File: src/hw/crypt_settings.svh
`ifndef CRYPT_SETTINGS_SVH
`define CRYPT_SETTINGS_SVH

// ==========================================================
// Register map, byte offsets inside the block
// ==========================================================
`define CRYPT_ADDR_CTRL      8'h00
`define CRYPT_ADDR_STATUS    8'h04
`define CRYPT_ADDR_KV_CTRL   8'h08
// First word of each array, words follow at 4-byte steps
`define CRYPT_ADDR_DATA_IN   8'h10
`define CRYPT_ADDR_DATA_OUT  8'h20
`define CRYPT_ADDR_SEED      8'h30
`define CRYPT_ADDR_ENTROPY   8'h3C

// ==========================================================
// Sizes and constants
// ==========================================================
`define CRYPT_KEY_WORDS      4
`define CRYPT_SEED_WORDS     2

// Galois taps, shift right form
`define CRYPT_LFSR_POLY      32'hB4BCD35C
`define CRYPT_LFSR_RESET     32'h1

// Start to output valid, in clock cycles
`define CRYPT_ENG_CYCLES     4

`endif
File: src/hw/crypt_pkg.sv
`include "crypt_settings.svh"

package crypt_pkg;

  typedef logic [31:0] word_t;
  typedef logic [7:0]  reg_addr_t;
  typedef logic [4:0]  kv_entry_t;

  // Word 0 sits in the low 32 bits
  typedef logic [`CRYPT_KEY_WORDS*32-1:0] key_t;

  typedef enum logic [1:0] {
    KV_IDLE,
    KV_REQ,
    KV_COLLECT,
    KV_DONE
  } kv_state_e;

  typedef enum logic [1:0] {
    ENG_IDLE,
    ENG_RUN,
    ENG_DONE
  } eng_state_e;

  // Byte reversal, shared by the bus swap and the key swizzle
  function automatic word_t bswap(input word_t w);
    return {w[7:0], w[15:8], w[23:16], w[31:24]};
  endfunction

endpackage

File: src/hw/crypt_wrapper.sv
`include "crypt_settings.svh"

module crypt_wrapper (
  input  logic                 clk,
  input  logic                 reset_n,
  input  logic                 zeroize_i,

  // Host port
  input  logic                 host_dv_i,
  input  logic                 host_write_i,
  input  crypt_pkg::reg_addr_t host_addr_i,
  input  crypt_pkg::word_t     host_wdata_i,
  output logic                 host_hold_o,
  output logic                 host_err_o,
  output crypt_pkg::word_t     host_rdata_o,

  // DMA port
  input  logic                 dma_dv_i,
  input  logic                 dma_write_i,
  input  crypt_pkg::reg_addr_t dma_addr_i,
  input  crypt_pkg::word_t     dma_wdata_i,
  output logic                 dma_hold_o,
  output logic                 dma_err_o,
  output crypt_pkg::word_t     dma_rdata_o,

  // Key vault
  output logic                 kv_rd_req_o,
  output crypt_pkg::kv_entry_t kv_rd_entry_o,
  input  logic                 kv_rd_valid_i,
  input  crypt_pkg::word_t     kv_rd_data_i,
  input  logic                 kv_rd_last_i,
  input  logic                 kv_rd_err_i,

  // Status
  output logic                 idle_o,
  output logic                 busy_o,
  output logic                 output_valid_o
);

  logic                                    req_dv, req_write, req_hold, req_err;
  crypt_pkg::reg_addr_t                    req_addr;
  crypt_pkg::word_t                        req_wdata, req_rdata;
  logic                                    endian_swap, start, kv_read_en, entropy_rd;
  crypt_pkg::kv_entry_t                    kv_entry;
  logic [`CRYPT_SEED_WORDS-1:0]            seed_wr;
  crypt_pkg::word_t                        seed0, seed1, entropy;
  crypt_pkg::word_t [`CRYPT_KEY_WORDS-1:0] data_in, data_out;
  crypt_pkg::key_t                         key;
  logic                                    key_valid, kv_ready, kv_error;
  logic                                    eng_idle, out_valid;

  assign idle_o         = eng_idle;
  assign busy_o         = ~eng_idle;
  assign output_valid_o = out_valid;

  crypt_req_arbiter u_arbiter (
    .host_dv_i, .host_write_i, .host_addr_i, .host_wdata_i,
    .host_hold_o, .host_err_o, .host_rdata_o,
    .dma_dv_i, .dma_write_i, .dma_addr_i, .dma_wdata_i,
    .dma_hold_o, .dma_err_o, .dma_rdata_o,
    .endian_swap_i (endian_swap),
    .req_dv_o      (req_dv),
    .req_write_o   (req_write),
    .req_addr_o    (req_addr),
    .req_wdata_o   (req_wdata),
    .req_rdata_i   (req_rdata),
    .req_hold_i    (req_hold),
    .req_err_i     (req_err)
  );

  crypt_regs u_regs (
    .clk, .reset_n,
    .req_dv_i      (req_dv),
    .req_write_i   (req_write),
    .req_addr_i    (req_addr),
    .req_wdata_i   (req_wdata),
    .req_rdata_o   (req_rdata),
    .req_hold_o    (req_hold),
    .req_err_o     (req_err),
    .endian_swap_o (endian_swap),
    .start_o       (start),
    .kv_read_en_o  (kv_read_en),
    .kv_entry_o    (kv_entry),
    .seed_wr_o     (seed_wr),
    .seed0_o       (seed0),
    .seed1_o       (seed1),
    .entropy_rd_o  (entropy_rd),
    .data_in_o     (data_in),
    .eng_idle_i    (eng_idle),
    .out_valid_i   (out_valid),
    .data_out_i    (data_out),
    .key_valid_i   (key_valid),
    .kv_ready_i    (kv_ready),
    .kv_error_i    (kv_error),
    .entropy_i     (entropy)
  );

  key_fetch_client u_key_client (
    .clk, .reset_n, .zeroize_i,
    .read_en_i     (kv_read_en),
    .entry_i       (kv_entry),
    .kv_rd_req_o, .kv_rd_entry_o,
    .kv_rd_valid_i, .kv_rd_data_i, .kv_rd_last_i, .kv_rd_err_i,
    .key_o         (key),
    .key_valid_o   (key_valid),
    .ready_o       (kv_ready),
    .error_o       (kv_error)
  );

  seed_prng u_prng (
    .clk, .reset_n,
    .seed_wr_i (seed_wr),
    .seed0_i   (seed0),
    .seed1_i   (seed1),
    .step_i    (entropy_rd),
    .value_o   (entropy)
  );

  block_xor_engine u_engine (
    .clk, .reset_n,
    .start_i     (start),
    .key_i       (key),
    .key_valid_i (key_valid),
    .data_in_i   (data_in),
    .data_out_o  (data_out),
    .idle_o      (eng_idle),
    .out_valid_o (out_valid)
  );

endmodule

File: src/hw/block_xor_engine.sv
`include "crypt_settings.svh"

module block_xor_engine (
  input  logic                                    clk,
  input  logic                                    reset_n,
  input  logic                                    start_i,
  input  crypt_pkg::key_t                         key_i,
  input  logic                                    key_valid_i,
  input  crypt_pkg::word_t [`CRYPT_KEY_WORDS-1:0] data_in_i,
  output crypt_pkg::word_t [`CRYPT_KEY_WORDS-1:0] data_out_o,
  output logic                                    idle_o,
  output logic                                    out_valid_o
);

  crypt_pkg::eng_state_e                   state_q;
  logic [$clog2(`CRYPT_ENG_CYCLES)-1:0]    cnt_q;
  crypt_pkg::word_t [`CRYPT_KEY_WORDS-1:0] result_q;
  logic                                    accept;

  // No start while running or without a key
  assign accept = start_i & key_valid_i & (state_q != crypt_pkg::ENG_RUN);

  always_ff @(posedge clk or negedge reset_n) begin
    if (!reset_n) begin
      state_q  <= crypt_pkg::ENG_IDLE;
      cnt_q    <= '0;
      result_q <= '0;
    end else if (accept) begin
      state_q <= crypt_pkg::ENG_RUN;
      cnt_q   <= '0;
    end else if (state_q == crypt_pkg::ENG_RUN) begin
      // Start cycle counts as the first of the run
      if (cnt_q == $bits(cnt_q)'(`CRYPT_ENG_CYCLES - 2)) begin
        state_q <= crypt_pkg::ENG_DONE;
        for (int i = 0; i < `CRYPT_KEY_WORDS; i++) begin
          result_q[i] <= data_in_i[i] ^ key_i[i*32 +: 32];
        end
      end else begin
        cnt_q <= cnt_q + 1'b1;
      end
    end
  end

  assign data_out_o  = result_q;
  assign idle_o      = state_q != crypt_pkg::ENG_RUN;
  assign out_valid_o = state_q == crypt_pkg::ENG_DONE;

endmodule

File: src/hw/seed_prng.sv
`include "crypt_settings.svh"

module seed_prng (
  input  logic                         clk,
  input  logic                         reset_n,
  input  logic [`CRYPT_SEED_WORDS-1:0] seed_wr_i,
  input  crypt_pkg::word_t             seed0_i,
  input  crypt_pkg::word_t             seed1_i,
  input  logic                         step_i,
  output crypt_pkg::word_t             value_o
);

  logic [`CRYPT_SEED_WORDS-1:0] seed_vld_q;
  logic                         seed_en;
  crypt_pkg::word_t             seed_mix;
  crypt_pkg::word_t             lfsr_q;

  // Reseed once every seed word has been written, then start over
  assign seed_en  = &seed_vld_q;
  assign seed_mix = seed0_i ^ seed1_i;

  always_ff @(posedge clk or negedge reset_n) begin
    if (!reset_n) begin
      seed_vld_q <= '0;
    end else if (seed_en) begin
      seed_vld_q <= '0;
    end else begin
      seed_vld_q <= seed_vld_q | seed_wr_i;
    end
  end

  always_ff @(posedge clk or negedge reset_n) begin
    if (!reset_n) begin
      lfsr_q <= `CRYPT_LFSR_RESET;
    end else if (seed_en) begin
      // All-zero state would lock up
      lfsr_q <= (seed_mix == '0) ? `CRYPT_LFSR_RESET : seed_mix;
    end else if (step_i) begin
      lfsr_q <= (lfsr_q >> 1) ^ (lfsr_q[0] ? `CRYPT_LFSR_POLY : 32'h0);
    end
  end

  assign value_o = lfsr_q;

endmodule

File: src/hw/key_fetch_client.sv
`include "crypt_settings.svh"

module key_fetch_client (
  input  logic                 clk,
  input  logic                 reset_n,
  input  logic                 zeroize_i,

  // Register side
  input  logic                 read_en_i,
  input  crypt_pkg::kv_entry_t entry_i,

  // Key vault
  output logic                 kv_rd_req_o,
  output crypt_pkg::kv_entry_t kv_rd_entry_o,
  input  logic                 kv_rd_valid_i,
  input  crypt_pkg::word_t     kv_rd_data_i,
  input  logic                 kv_rd_last_i,
  input  logic                 kv_rd_err_i,

  // Engine side
  output crypt_pkg::key_t      key_o,
  output logic                 key_valid_o,
  output logic                 ready_o,
  output logic                 error_o
);

  crypt_pkg::kv_state_e                  state_q;
  crypt_pkg::kv_entry_t                  entry_q;
  logic [$clog2(`CRYPT_KEY_WORDS)-1:0]   cnt_q;
  crypt_pkg::key_t                       key_q;
  logic                                  error_q;

  always_ff @(posedge clk or negedge reset_n) begin
    if (!reset_n) begin
      state_q <= crypt_pkg::KV_IDLE;
      entry_q <= '0;
      cnt_q   <= '0;
      key_q   <= '0;
      error_q <= 1'b0;
    end else if (zeroize_i) begin
      state_q <= crypt_pkg::KV_IDLE;
      key_q   <= '0;
    end else if (read_en_i) begin
      // New request drops the old key
      state_q <= crypt_pkg::KV_REQ;
      entry_q <= entry_i;
      cnt_q   <= '0;
      key_q   <= '0;
      error_q <= 1'b0;
    end else begin
      case (state_q)
        crypt_pkg::KV_REQ: begin
          state_q <= crypt_pkg::KV_COLLECT;
        end
        crypt_pkg::KV_COLLECT: begin
          if (kv_rd_err_i) begin
            state_q <= crypt_pkg::KV_IDLE;
            key_q   <= '0;
            error_q <= 1'b1;
          end else if (kv_rd_valid_i) begin
            // Vault words arrive big endian
            key_q[cnt_q*32 +: 32] <= crypt_pkg::bswap(kv_rd_data_i);
            cnt_q <= cnt_q + 1'b1;
            if (kv_rd_last_i) begin
              state_q <= crypt_pkg::KV_DONE;
            end
          end
        end
        default: begin
          state_q <= state_q;
        end
      endcase
    end
  end

  assign kv_rd_req_o   = state_q == crypt_pkg::KV_REQ;
  assign kv_rd_entry_o = entry_q;
  assign key_o         = key_q;
  // DONE is the resting state while the key is published
  assign key_valid_o   = state_q == crypt_pkg::KV_DONE;
  assign ready_o       = (state_q == crypt_pkg::KV_IDLE) || (state_q == crypt_pkg::KV_DONE);
  assign error_o       = error_q;

endmodule

File: src/hw/crypt_regs.sv
`include "crypt_settings.svh"

module crypt_regs (
  input  logic                                      clk,
  input  logic                                      reset_n,

  // Merged request
  input  logic                                      req_dv_i,
  input  logic                                      req_write_i,
  input  crypt_pkg::reg_addr_t                      req_addr_i,
  input  crypt_pkg::word_t                          req_wdata_i,
  output crypt_pkg::word_t                          req_rdata_o,
  output logic                                      req_hold_o,
  output logic                                      req_err_o,

  // Control towards the datapath
  output logic                                      endian_swap_o,
  output logic                                      start_o,
  output logic                                      kv_read_en_o,
  output crypt_pkg::kv_entry_t                      kv_entry_o,
  output logic [`CRYPT_SEED_WORDS-1:0]              seed_wr_o,
  output crypt_pkg::word_t                          seed0_o,
  output crypt_pkg::word_t                          seed1_o,
  output logic                                      entropy_rd_o,
  output crypt_pkg::word_t [`CRYPT_KEY_WORDS-1:0]   data_in_o,

  // Status from the datapath
  input  logic                                      eng_idle_i,
  input  logic                                      out_valid_i,
  input  crypt_pkg::word_t [`CRYPT_KEY_WORDS-1:0]   data_out_i,
  input  logic                                      key_valid_i,
  input  logic                                      kv_ready_i,
  input  logic                                      kv_error_i,
  input  crypt_pkg::word_t                          entropy_i
);

  logic                                    is_ctrl, is_status, is_kv_ctrl, is_entropy;
  logic                                    is_data_in, is_data_out, is_seed;
  logic                                    mapped, access, wr, rd;
  logic [1:0]                              word_idx;
  logic                                    swap_q;
  crypt_pkg::kv_entry_t                    kv_entry_q;
  crypt_pkg::word_t [`CRYPT_KEY_WORDS-1:0] data_in_q;
  crypt_pkg::word_t [`CRYPT_SEED_WORDS-1:0] seed_q;

  // ==========================================================
  // Address decode
  // ==========================================================
  assign is_ctrl     = req_addr_i == `CRYPT_ADDR_CTRL;
  assign is_status   = req_addr_i == `CRYPT_ADDR_STATUS;
  assign is_kv_ctrl  = req_addr_i == `CRYPT_ADDR_KV_CTRL;
  assign is_entropy  = req_addr_i == `CRYPT_ADDR_ENTROPY;
  // Array regions, word index masked off
  assign is_data_in  = (req_addr_i & 8'hF3) == `CRYPT_ADDR_DATA_IN;
  assign is_data_out = (req_addr_i & 8'hF3) == `CRYPT_ADDR_DATA_OUT;
  assign is_seed     = (req_addr_i & 8'hFB) == `CRYPT_ADDR_SEED;
  assign word_idx    = req_addr_i[3:2];

  assign mapped = is_ctrl | is_status | is_kv_ctrl | is_entropy |
                  is_data_in | is_data_out | is_seed;

  // Data block is frozen while the engine runs
  assign req_hold_o = req_dv_i & (is_data_in | is_data_out) & ~eng_idle_i;
  assign req_err_o  = req_dv_i & ~mapped;

  assign access = req_dv_i & ~req_hold_o & mapped;
  assign wr     = access & req_write_i;
  assign rd     = access & ~req_write_i;

  // Single cycle pulses on the completing access
  assign start_o       = wr & is_ctrl & req_wdata_i[1];
  assign kv_read_en_o  = wr & is_kv_ctrl & req_wdata_i[0];
  assign kv_entry_o    = req_wdata_i[5:1];
  assign seed_wr_o     = {wr & is_seed & req_addr_i[2], wr & is_seed & ~req_addr_i[2]};
  assign entropy_rd_o  = rd & is_entropy;

  assign endian_swap_o = swap_q;
  assign seed0_o       = seed_q[0];
  assign seed1_o       = seed_q[1];
  assign data_in_o     = data_in_q;

  // ==========================================================
  // Storage
  // ==========================================================
  always_ff @(posedge clk or negedge reset_n) begin
    if (!reset_n) begin
      swap_q     <= 1'b0;
      kv_entry_q <= '0;
      data_in_q  <= '0;
      seed_q     <= '0;
    end else if (wr) begin
      if (is_ctrl) begin
        swap_q <= req_wdata_i[0];
      end
      if (is_kv_ctrl) begin
        kv_entry_q <= req_wdata_i[5:1];
      end
      if (is_data_in) begin
        data_in_q[word_idx] <= req_wdata_i;
      end
      if (is_seed) begin
        seed_q[req_addr_i[2]] <= req_wdata_i;
      end
    end
  end

  // Read mux, start bit always reads back zero
  always_comb begin
    req_rdata_o = '0;
    if (is_ctrl) begin
      req_rdata_o = {31'b0, swap_q};
    end else if (is_status) begin
      req_rdata_o = {27'b0, kv_error_i, kv_ready_i, key_valid_i, out_valid_i, eng_idle_i};
    end else if (is_kv_ctrl) begin
      req_rdata_o = {26'b0, kv_entry_q, 1'b0};
    end else if (is_data_in) begin
      req_rdata_o = data_in_q[word_idx];
    end else if (is_data_out) begin
      req_rdata_o = data_out_i[word_idx];
    end else if (is_seed) begin
      req_rdata_o = seed_q[req_addr_i[2]];
    end else if (is_entropy) begin
      req_rdata_o = entropy_i;
    end
  end

endmodule

File: src/hw/crypt_req_arbiter.sv
`include "crypt_settings.svh"

module crypt_req_arbiter (
  // Host requester
  input  logic                 host_dv_i,
  input  logic                 host_write_i,
  input  crypt_pkg::reg_addr_t host_addr_i,
  input  crypt_pkg::word_t     host_wdata_i,
  output logic                 host_hold_o,
  output logic                 host_err_o,
  output crypt_pkg::word_t     host_rdata_o,

  // DMA requester
  input  logic                 dma_dv_i,
  input  logic                 dma_write_i,
  input  crypt_pkg::reg_addr_t dma_addr_i,
  input  crypt_pkg::word_t     dma_wdata_i,
  output logic                 dma_hold_o,
  output logic                 dma_err_o,
  output crypt_pkg::word_t     dma_rdata_o,

  // Merged request towards the register file
  input  logic                 endian_swap_i,
  output logic                 req_dv_o,
  output logic                 req_write_o,
  output crypt_pkg::reg_addr_t req_addr_o,
  output crypt_pkg::word_t     req_wdata_o,
  input  crypt_pkg::word_t     req_rdata_i,
  input  logic                 req_hold_i,
  input  logic                 req_err_i
);

  logic             collision;
  logic             host_sel;
  logic             swap_en;
  crypt_pkg::word_t wdata_raw;
  crypt_pkg::word_t rdata_post;

  // Firmware keeps the two requesters apart, overlap is only flagged
  assign collision = host_dv_i & dma_dv_i;
  assign host_sel  = host_dv_i & ~dma_dv_i;

  // DMA wins the merged request
  assign req_dv_o    = host_dv_i | dma_dv_i;
  assign req_write_o = dma_dv_i ? dma_write_i : host_write_i;
  assign req_addr_o  = dma_dv_i ? dma_addr_i : host_addr_i;
  assign wdata_raw   = dma_dv_i ? dma_wdata_i : host_wdata_i;

  // Only the DATA_IN and DATA_OUT words get swapped, mask drops the word index
  assign swap_en = endian_swap_i & req_dv_o &
                   (((req_addr_o & 8'hF3) == `CRYPT_ADDR_DATA_IN) ||
                    ((req_addr_o & 8'hF3) == `CRYPT_ADDR_DATA_OUT));

  assign req_wdata_o = swap_en ? crypt_pkg::bswap(wdata_raw) : wdata_raw;
  assign rdata_post  = swap_en ? crypt_pkg::bswap(req_rdata_i) : req_rdata_i;

  // Responses go back to the requester that owns the merged request
  assign host_hold_o  = host_sel & req_hold_i;
  assign dma_hold_o   = dma_dv_i & req_hold_i;
  assign host_err_o   = (host_sel & req_err_i) | collision;
  assign dma_err_o    = (dma_dv_i & req_err_i) | collision;
  assign host_rdata_o = (host_sel & ~req_hold_i) ? rdata_post : '0;
  assign dma_rdata_o  = (dma_dv_i & ~req_hold_i) ? rdata_post : '0;

endmodule

File: config.mk
export PLATFORM = sky130hd
export DESIGN_NAME = crypt_wrapper
export DESIGN_NICKNAME = d
export VERILOG_FILES = /design/src/hw/crypt_pkg.sv /design/src/hw/crypt_wrapper.sv /design/src/hw/block_xor_engine.sv /design/src/hw/seed_prng.sv /design/src/hw/key_fetch_client.sv /design/src/hw/crypt_regs.sv /design/src/hw/crypt_req_arbiter.sv
export VERILOG_INCLUDE_DIRS = /design/src /design/src/hw
export SDC_FILE = /design/constraint.sdc
export NUM_CORES = 1
export LEC_CHECK = 0
export BUFFER_PORTS_ARGS = -buffer_cell sky130_fd_sc_hd__buf_4
export CORE_MARGIN = 1.5
export CORE_UTILIZATION = 50
export DETAILED_ROUTE_END_ITERATION = 8
export PLACE_DENSITY_LB_ADDON = 0.05
export SLEW_MARGIN = 15
export SYNTH_ARGS = -nofsm -noshare
export SYNTH_HDL_FRONTEND = slang
export SYNTH_SLANG_ARGS = --single-unit
export TNS_END_PERCENT = 100
File: constraint.sdc
create_clock -name clk -period 4.1 [get_ports clk]
set_input_delay 0.615 -clock clk [delete_from_list [all_inputs] [get_ports clk]]
set_output_delay 0.615 -clock clk [all_outputs]
set_load 0.005 [all_outputs]
==> results of run 1 <==
final cells by class:
class	instances	area, µm²
clock inverters	20	246
repair buffers	277	2360
flip-flops and latches	502	12600
well taps	664	831
multi-input cells	1480	11800
inverters	11	41.3
fillers	4098	19700
clock buffers	78	1610
per-layer routing:
| layer | part of all wire (%) | track usage, % |
|---|---|---|
| met1 | 44 | 43.0 |
| met5 | 0 | 0 |
| met3 | 5.2 | 4.04 |
| met4 | 3.0 | 9.78 |
| met2 | 48 | 49.7 |
state kept, by name, indices dropped and copies added (netlist names):
name / cells
u_regs.seed1_o: 32
u_prng.seed_vld_q: 2
u_prng.value_o: 32
u_key_client.cnt_q: 2
u_engine.data_out_o: 128
u_key_client.kv_rd_entry_o: 5
u_regs.data_in_o: 128
u_regs.endian_swap_o: 1
u_engine.cnt_q: 2
u_regs.seed0_o: 32
u_regs.kv_entry_q: 5
u_key_client.key_o: 128
u_engine.state_q: 2
u_key_client.state_q: 2
u_key_client.error_o: 1
through the flow:
| step | hold slack, ps | setup slack (ps) | std cells | utilization [%] |
|---|---|---|---|---|
| CTS | 134 | 201 | 3032 | 59.9 |
| detailed placement | 467 | 198 | 2934 | 56.1 |
| global placement | 456 | 192 | 2933 | 56.0 |
| global route | 162 | 104 | 3032 | 59.9 |
| finish | 113 | 203 | 3032 | 59.9 |
| floorplan | 319 | 752 | 2147 | - |
power by group:
part	internal, mW	leakage [nW]	switching, mW	total [mW]
logic	0.485	5.40	0.625	1.11
registers	5.09	6.81	0.143	5.24
clock network	3.03	0.925	2.06	5.09
cell usage in the layout, fill, tap and decap left out, types with 35 or more instances in the layout:
master and n:
a21oi_1 54, mux2i_1 35, a22oi_1 72, xnor2_1 163
o21ai_0 173, a22o_1 112, clkbuf_16 54, buf_4 255
nor2_1 109, dfrtp_1 501, nand2_1 276, mux2_2 195
mux4_2 91
path summary, 6_finish.rpt:
path / start / endpoint / slack, ps / depth (start not counted)
max: dma_dv_i / dma_rdata_o[11] / 200 / 8
min: reset_n / u_engine.data_out_o[82]$_DFFE_PN0P_ / 110 / 1
max reg2reg: u_key_client.state_q[0]$_DFFE_PN0P_ / u_key_client.key_o[83]$_DFFE_PN0P_ / 1170 / 8
min reg2reg: u_engine.data_out_o[114]$_DFFE_PN0P_ / u_engine.data_out_o[114]$_DFFE_PN0P_ / 480 / 2
max in group asynchronous: reset_n / u_key_client.key_o[44]$_DFFE_PN0P_ / 2970 / 2
min in group clk: kv_rd_data_i[15] / u_key_client.key_o[55]$_DFFE_PN0P_ / 260 / 2
kinds of logic (layout without fill, tap and decap cells):
logic type | Yosys count | in the layout | share of synthesized area, %
AOI/OAI and AO/OA | 495 | 495 | 13.4
xor gates and xnor gates | 179 | 179 | 6.28
adders and majority gates | 9 | 9 | 0.451
buffers and inverters | 165 | 386 | 2.93
DFF | 502 | 502 | 50.3
muxes | 329 | 329 | 18.8
and+or+nand+nor | 468 | 468 | 7.93
==> results.json, run 1 <==
{
  "ir_worst_vdd_mv": 0.294,
  "cts_max_level": 2,
  "worstPathCellList": "buf_4, mux2_4, buf_12, mux4_2, a221oi_1, nand2_1, a22o_1, buf_4",
  "final_area_um2": 29400,
  "yosys_warnings": 0,
  "cts.sinks": 502,
  "overflow": 0,
  "leakage_nw": 13.1,
  "cts_hold_buf": 0,
  "setup_viol": 0,
  "synth_nets": 2278,
  "cts.root.buffer_cell": "clkbuf_16",
  "grt_pass1_wl_um": 117000,
  "setup.worst_path.class": "primary input to output port",
  "worstPathArrival_ps": 3280,
  "ant_nets": 0,
  "synth_largest_area_cell": "dfrtp_1",
  "crit_fanout": 28,
  "drive_gt1_share_pct": 28.9,
  "area_growth_pct": 17.8,
  "dieArea_um2": 51300,
  "synthArstFlopShare_pct": 100,
  "antennaDiodeCount": 0,
  "drtPass1Iterations": 5,
  "fin_crit_ps": 3900,
  "hpwl_um": 50600,
  "ctsResizeCount": 0,
  "yosysMostFrequentCell": "dfrtp_1",
  "slew_violations": 0,
  "relSlewSlack_pct": 18.3,
  "wirelength_um": 76900,
  "die_w_um": 227,
  "numCtsBuffers": 53,
  "outcome": "finished, final reports clean",
  "finClkSkew_ps": 19.6,
  "path_common_cell": "buf_4",
  "synthTopCellsByArea": "dfrtp_1 (50%), mux2_2 (8.9%), mux4_2 (8.2%), xnor2_1 (5.7%), nand2_1 (4.2%)",
  "ys.flop_type": "dfrtp_1",
  "cpPeakStageDelay_ps": 560,
  "die_y_um": 227,
  "synth-edff-count": 0,
  "antenna_found_initial": 2,
  "holdCritPathClass": "primary input to async pin",
  "clkLatencyLatePin_ps": 610,
  "crit_family": "multiplexers",
  "ios": 199,
  "grt_max_degree": 137,
  "powerDensity_nw_per_um2": 389,
  "synth_cell_types": 61,
  "grt_use_total_pct": 30.7,
  "setup_tns_ps": 0,
  "cp-start-kind": "primary input",
  "core_region_area_um2": 49200,
  "slowest_stage": "mux2_4",
  "ys_seq_area_share_pct": 50.3,
  "min_period_over_period_pct": 95.0,
  "num_rows": 81,
  "critPathBufInv": 3,
  "worstMarginPinSlew_ps": 1220,
  "port_buffers": 198,
  "tritoncts": "yes",
  "clk_pin_slew_worst_paths_ps": 60,
  "post_cts.repair.setup_buffers": 0,
  "routabilityCongestion": 0.877,
  "initial_utilization_pct": 50.8,
  "synth_top_area_share_pct": 50.2,
  "nets": 2456,
  "drv_cap": 0,
  "drc_errors": 0,
  "rsz0062_at_grt": "false",
  "clk_path_buf_depth": 3,
  "finalHoldViolCount": 0,
  "p_total_mw": 11.4,
  "crit_path_end_kind": "output port",
  "placed_area_um2": 27600,
  "syn-instance-count": 2147,
  "fmax_mhz": 257,
  "routedWlPerCell_um": 25.4,
  "ys_ff_latch": 502,
  "vias_per_cell": 6.03,
  "first_iter_violations": 1683,
  "grt_pass1_vias": 18400,
  "synthTopCellsByCount": "dfrtp_1 (501), nand2_1 (278), mux2_2 (197)",
  "dr_total_vias": 18300,
  "syn_area_per_cell_um2": 11.6,
  "cp.required_ps": 3480,
  "syn-cell-area_um2": 25000
}
(Power assumes the default switching activity.)
==> run 2, diff against run 1 <==
==> constraint.sdc (replaced) <==
create_clock -name clk -period 4 [get_ports clk]
set_input_delay 0.6 -clock clk [delete_from_list [all_inputs] [get_ports clk]]
set_output_delay 0.6 -clock clk [all_outputs]
set_load 0.005 [all_outputs]
==> run 2 against run 1 <==
Net effect: critical path depth rose by 1; largest power group unchanged; sequential share of layout area barely moved; first-iteration DRC count fell by 10%; highest routed layer unchanged; largest cell class unchanged; global-route usage rose by 0.071 points; sequential cell count did not move; cell count rose by 0.40%; clock-buffer cell count rose by 7; critical path type unchanged; wire length rose by 0.37%.
==> results.json, run 2 (same netlist as run 1, synthesis figures left out) <==
{
  "ctsResizeCount": 0,
  "clk_path_buf_depth": 3,
  "rsz0062_at_grt": "false",
  "r2r_slack_ps": 860,
  "setup_tns_ps": 0,
  "cpPeakStageDelay_ps": 560,
  "setup.worst_path.class": "primary input to output port",
  "fin_crit_ps": 3770,
  "vias_per_cell": 6.03,
  "die_y_um": 227,
  "relSlewSlack_pct": 23.1,
  "drc_errors": 0,
  "grt_pass1_wl_um": 116000,
  "post_cts.repair.setup_buffers": 0,
  "finalHoldViolCount": 0,
  "crit_path_end_kind": "output port",
  "p_total_mw": 11.6,
  "grt_pass1_vias": 18700,
  "leakage_nw": 13.1,
  "grt_use_total_pct": 30.7,
  "drv_cap": 0,
  "ios": 199,
  "worstPathCellList": "buf_4, mux2_4, buf_12, buf_4, mux4_2, a221oi_1, nand2_1, a22o_1, buf_4",
  "overflow": 0,
  "cts.root.buffer_cell": "clkbuf_16",
  "crit_fanout": 15,
  "worstMarginPinSlew_ps": 1150,
  "cp-start-kind": "primary input",
  "die_w_um": 227,
  "layout_commonest_cell": "dfrtp_1",
  "rr_startpoint": "u_key_client.state_q[0]$_DFFE_PN0P_",
  "path_common_cell": "buf_4",
  "slowest_stage": "mux4_2",
  "cts.sinks": 502,
  "first_iter_violations": 1508,
  "ir_worst_vdd_mv": 0.335,
  "hpwl_um": 51400,
  "area_growth_pct": 17.9,
  "port_buffers": 198,
  "worstPathArrival_ps": 3170,
  "r2r-end": "u_key_client.key_o[113]$_DFFE_PN0P_",
  "cts_max_level": 2,
  "clk_pin_slew_worst_paths_ps": 60,
  "drive_gt1_share_pct": 28.9,
  "endpoint": "host_rdata_o[12]",
  "reg2reg_depth": 8,
  "nets": 2467,
  "drtPass1Iterations": 5,
  "cp.required_ps": 3400,
  "routedWlPerCell_um": 25.3,
  "outcome": "finished, final reports clean",
  "grt_max_degree": 121,
  "clkLatencyLatePin_ps": 620,
  "holdCritPathClass": "primary input to async pin",
  "ant_nets": 0,
  "powerDensity_nw_per_um2": 394,
  "crit_start": "dma_dv_i",
  "cts_hold_buf": 0,
  "dieArea_um2": 51300,
  "tritoncts": "yes",
  "wirelength_um": 77200,
  "final_cell_mix": "dfrtp_1 (501), nand2_1 (276), buf_4 (266)",
  "slew_violations": 0,
  "nFillCells": 4116,
  "routabilityCongestion": 0.906,
  "numCtsBuffers": 55,
  "initial_utilization_pct": 50.8,
  "fmax_mhz": 265,
  "num_rows": 81,
  "setup_viol": 0,
  "min_period_over_period_pct": 94.2,
  "core_region_area_um2": 49200,
  "finClkSkew_ps": 26.1,
  "antenna_found_initial": 3,
  "dr_total_vias": 18400
}
==> run 2: worst min path at each step <==
| stage | end | slack (ps) | cells after the start |
|---|---|---|---|
| 2_1_floorplan | u_engine.cnt_q[0]$_DFFE_PN0P_ | 300 | 0 |
| 3_3_place_gp | u_engine.data_out_o[126]$_DFFE_PN0P_ | 460 | 2 |
| 3_5_place_dp | u_engine.data_out_o[89]$_DFFE_PN0P_ | 460 | 2 |
| 4_1_cts | u_engine.data_out_o[23]$_DFFE_PN0P_ | 140 | 1 |
| 5_1_grt | u_regs.data_in_o[51]$_DFFE_PN0P_ | 190 | 1 |
| 6_report | u_key_client.key_o[83]$_DFFE_PN0P_ | 110 | 1 |
==> run 2: power by group <==
part	internal, mW	switching, mW
Combinational	0.495	0.641
Sequential	5.22	0.148
Clock	3.03	2.07
Total	8.75	2.85
==> run 2: layout make-up <==
class	count	area, µm²	area share [%]
flip-flops and latches	502	12600	42.7
diodes	4	10.0	0.0340
multi-input cells	1480	11800	40.0
clock inverters	12	159	0.540
well taps	664	831	2.82
inverters	11	41.3	0.140
repair buffers	286	2390	8.13
clock buffers	85	1660	5.64
==> run 2: critical path, delay by kind of cell <==
kind	cells	cell delay (ps)
compound gates	2	570
buf+inv	4	750
mux	2	1030
simple gates	1	190
==> run 2: stage by stage <==
stage | utilization (%) | area (µm²) | hold slack (ps) | setup WS, ps | instances
after global routing | 59.9 | 29400 | 190 | 87.2 | 3042
after global placement | 56.2 | 27600 | 456 | 232 | 2943
after detailed placement | 56.2 | 27600 | 465 | 207 | 2943
after CTS | 59.9 | 29400 | 137 | 201 | 3040
final | 59.9 | 29400 | 107 | 231 | 3044
after floorplan | - | 25000 | 304 | 682 | 2147
==> run 2: per-layer routing <==
metal | GRT usage [%] | vias to the layer above | routed length [µm]
met3 | 4.69 | 148 | 4480
li1 | - | 8163 | -
met1 | 41.5 | 9475 | 32400
met4 | 11.6 | 0 | 2760
met2 | 50.3 | 574 | 37500
met5 | 0 | - | 0
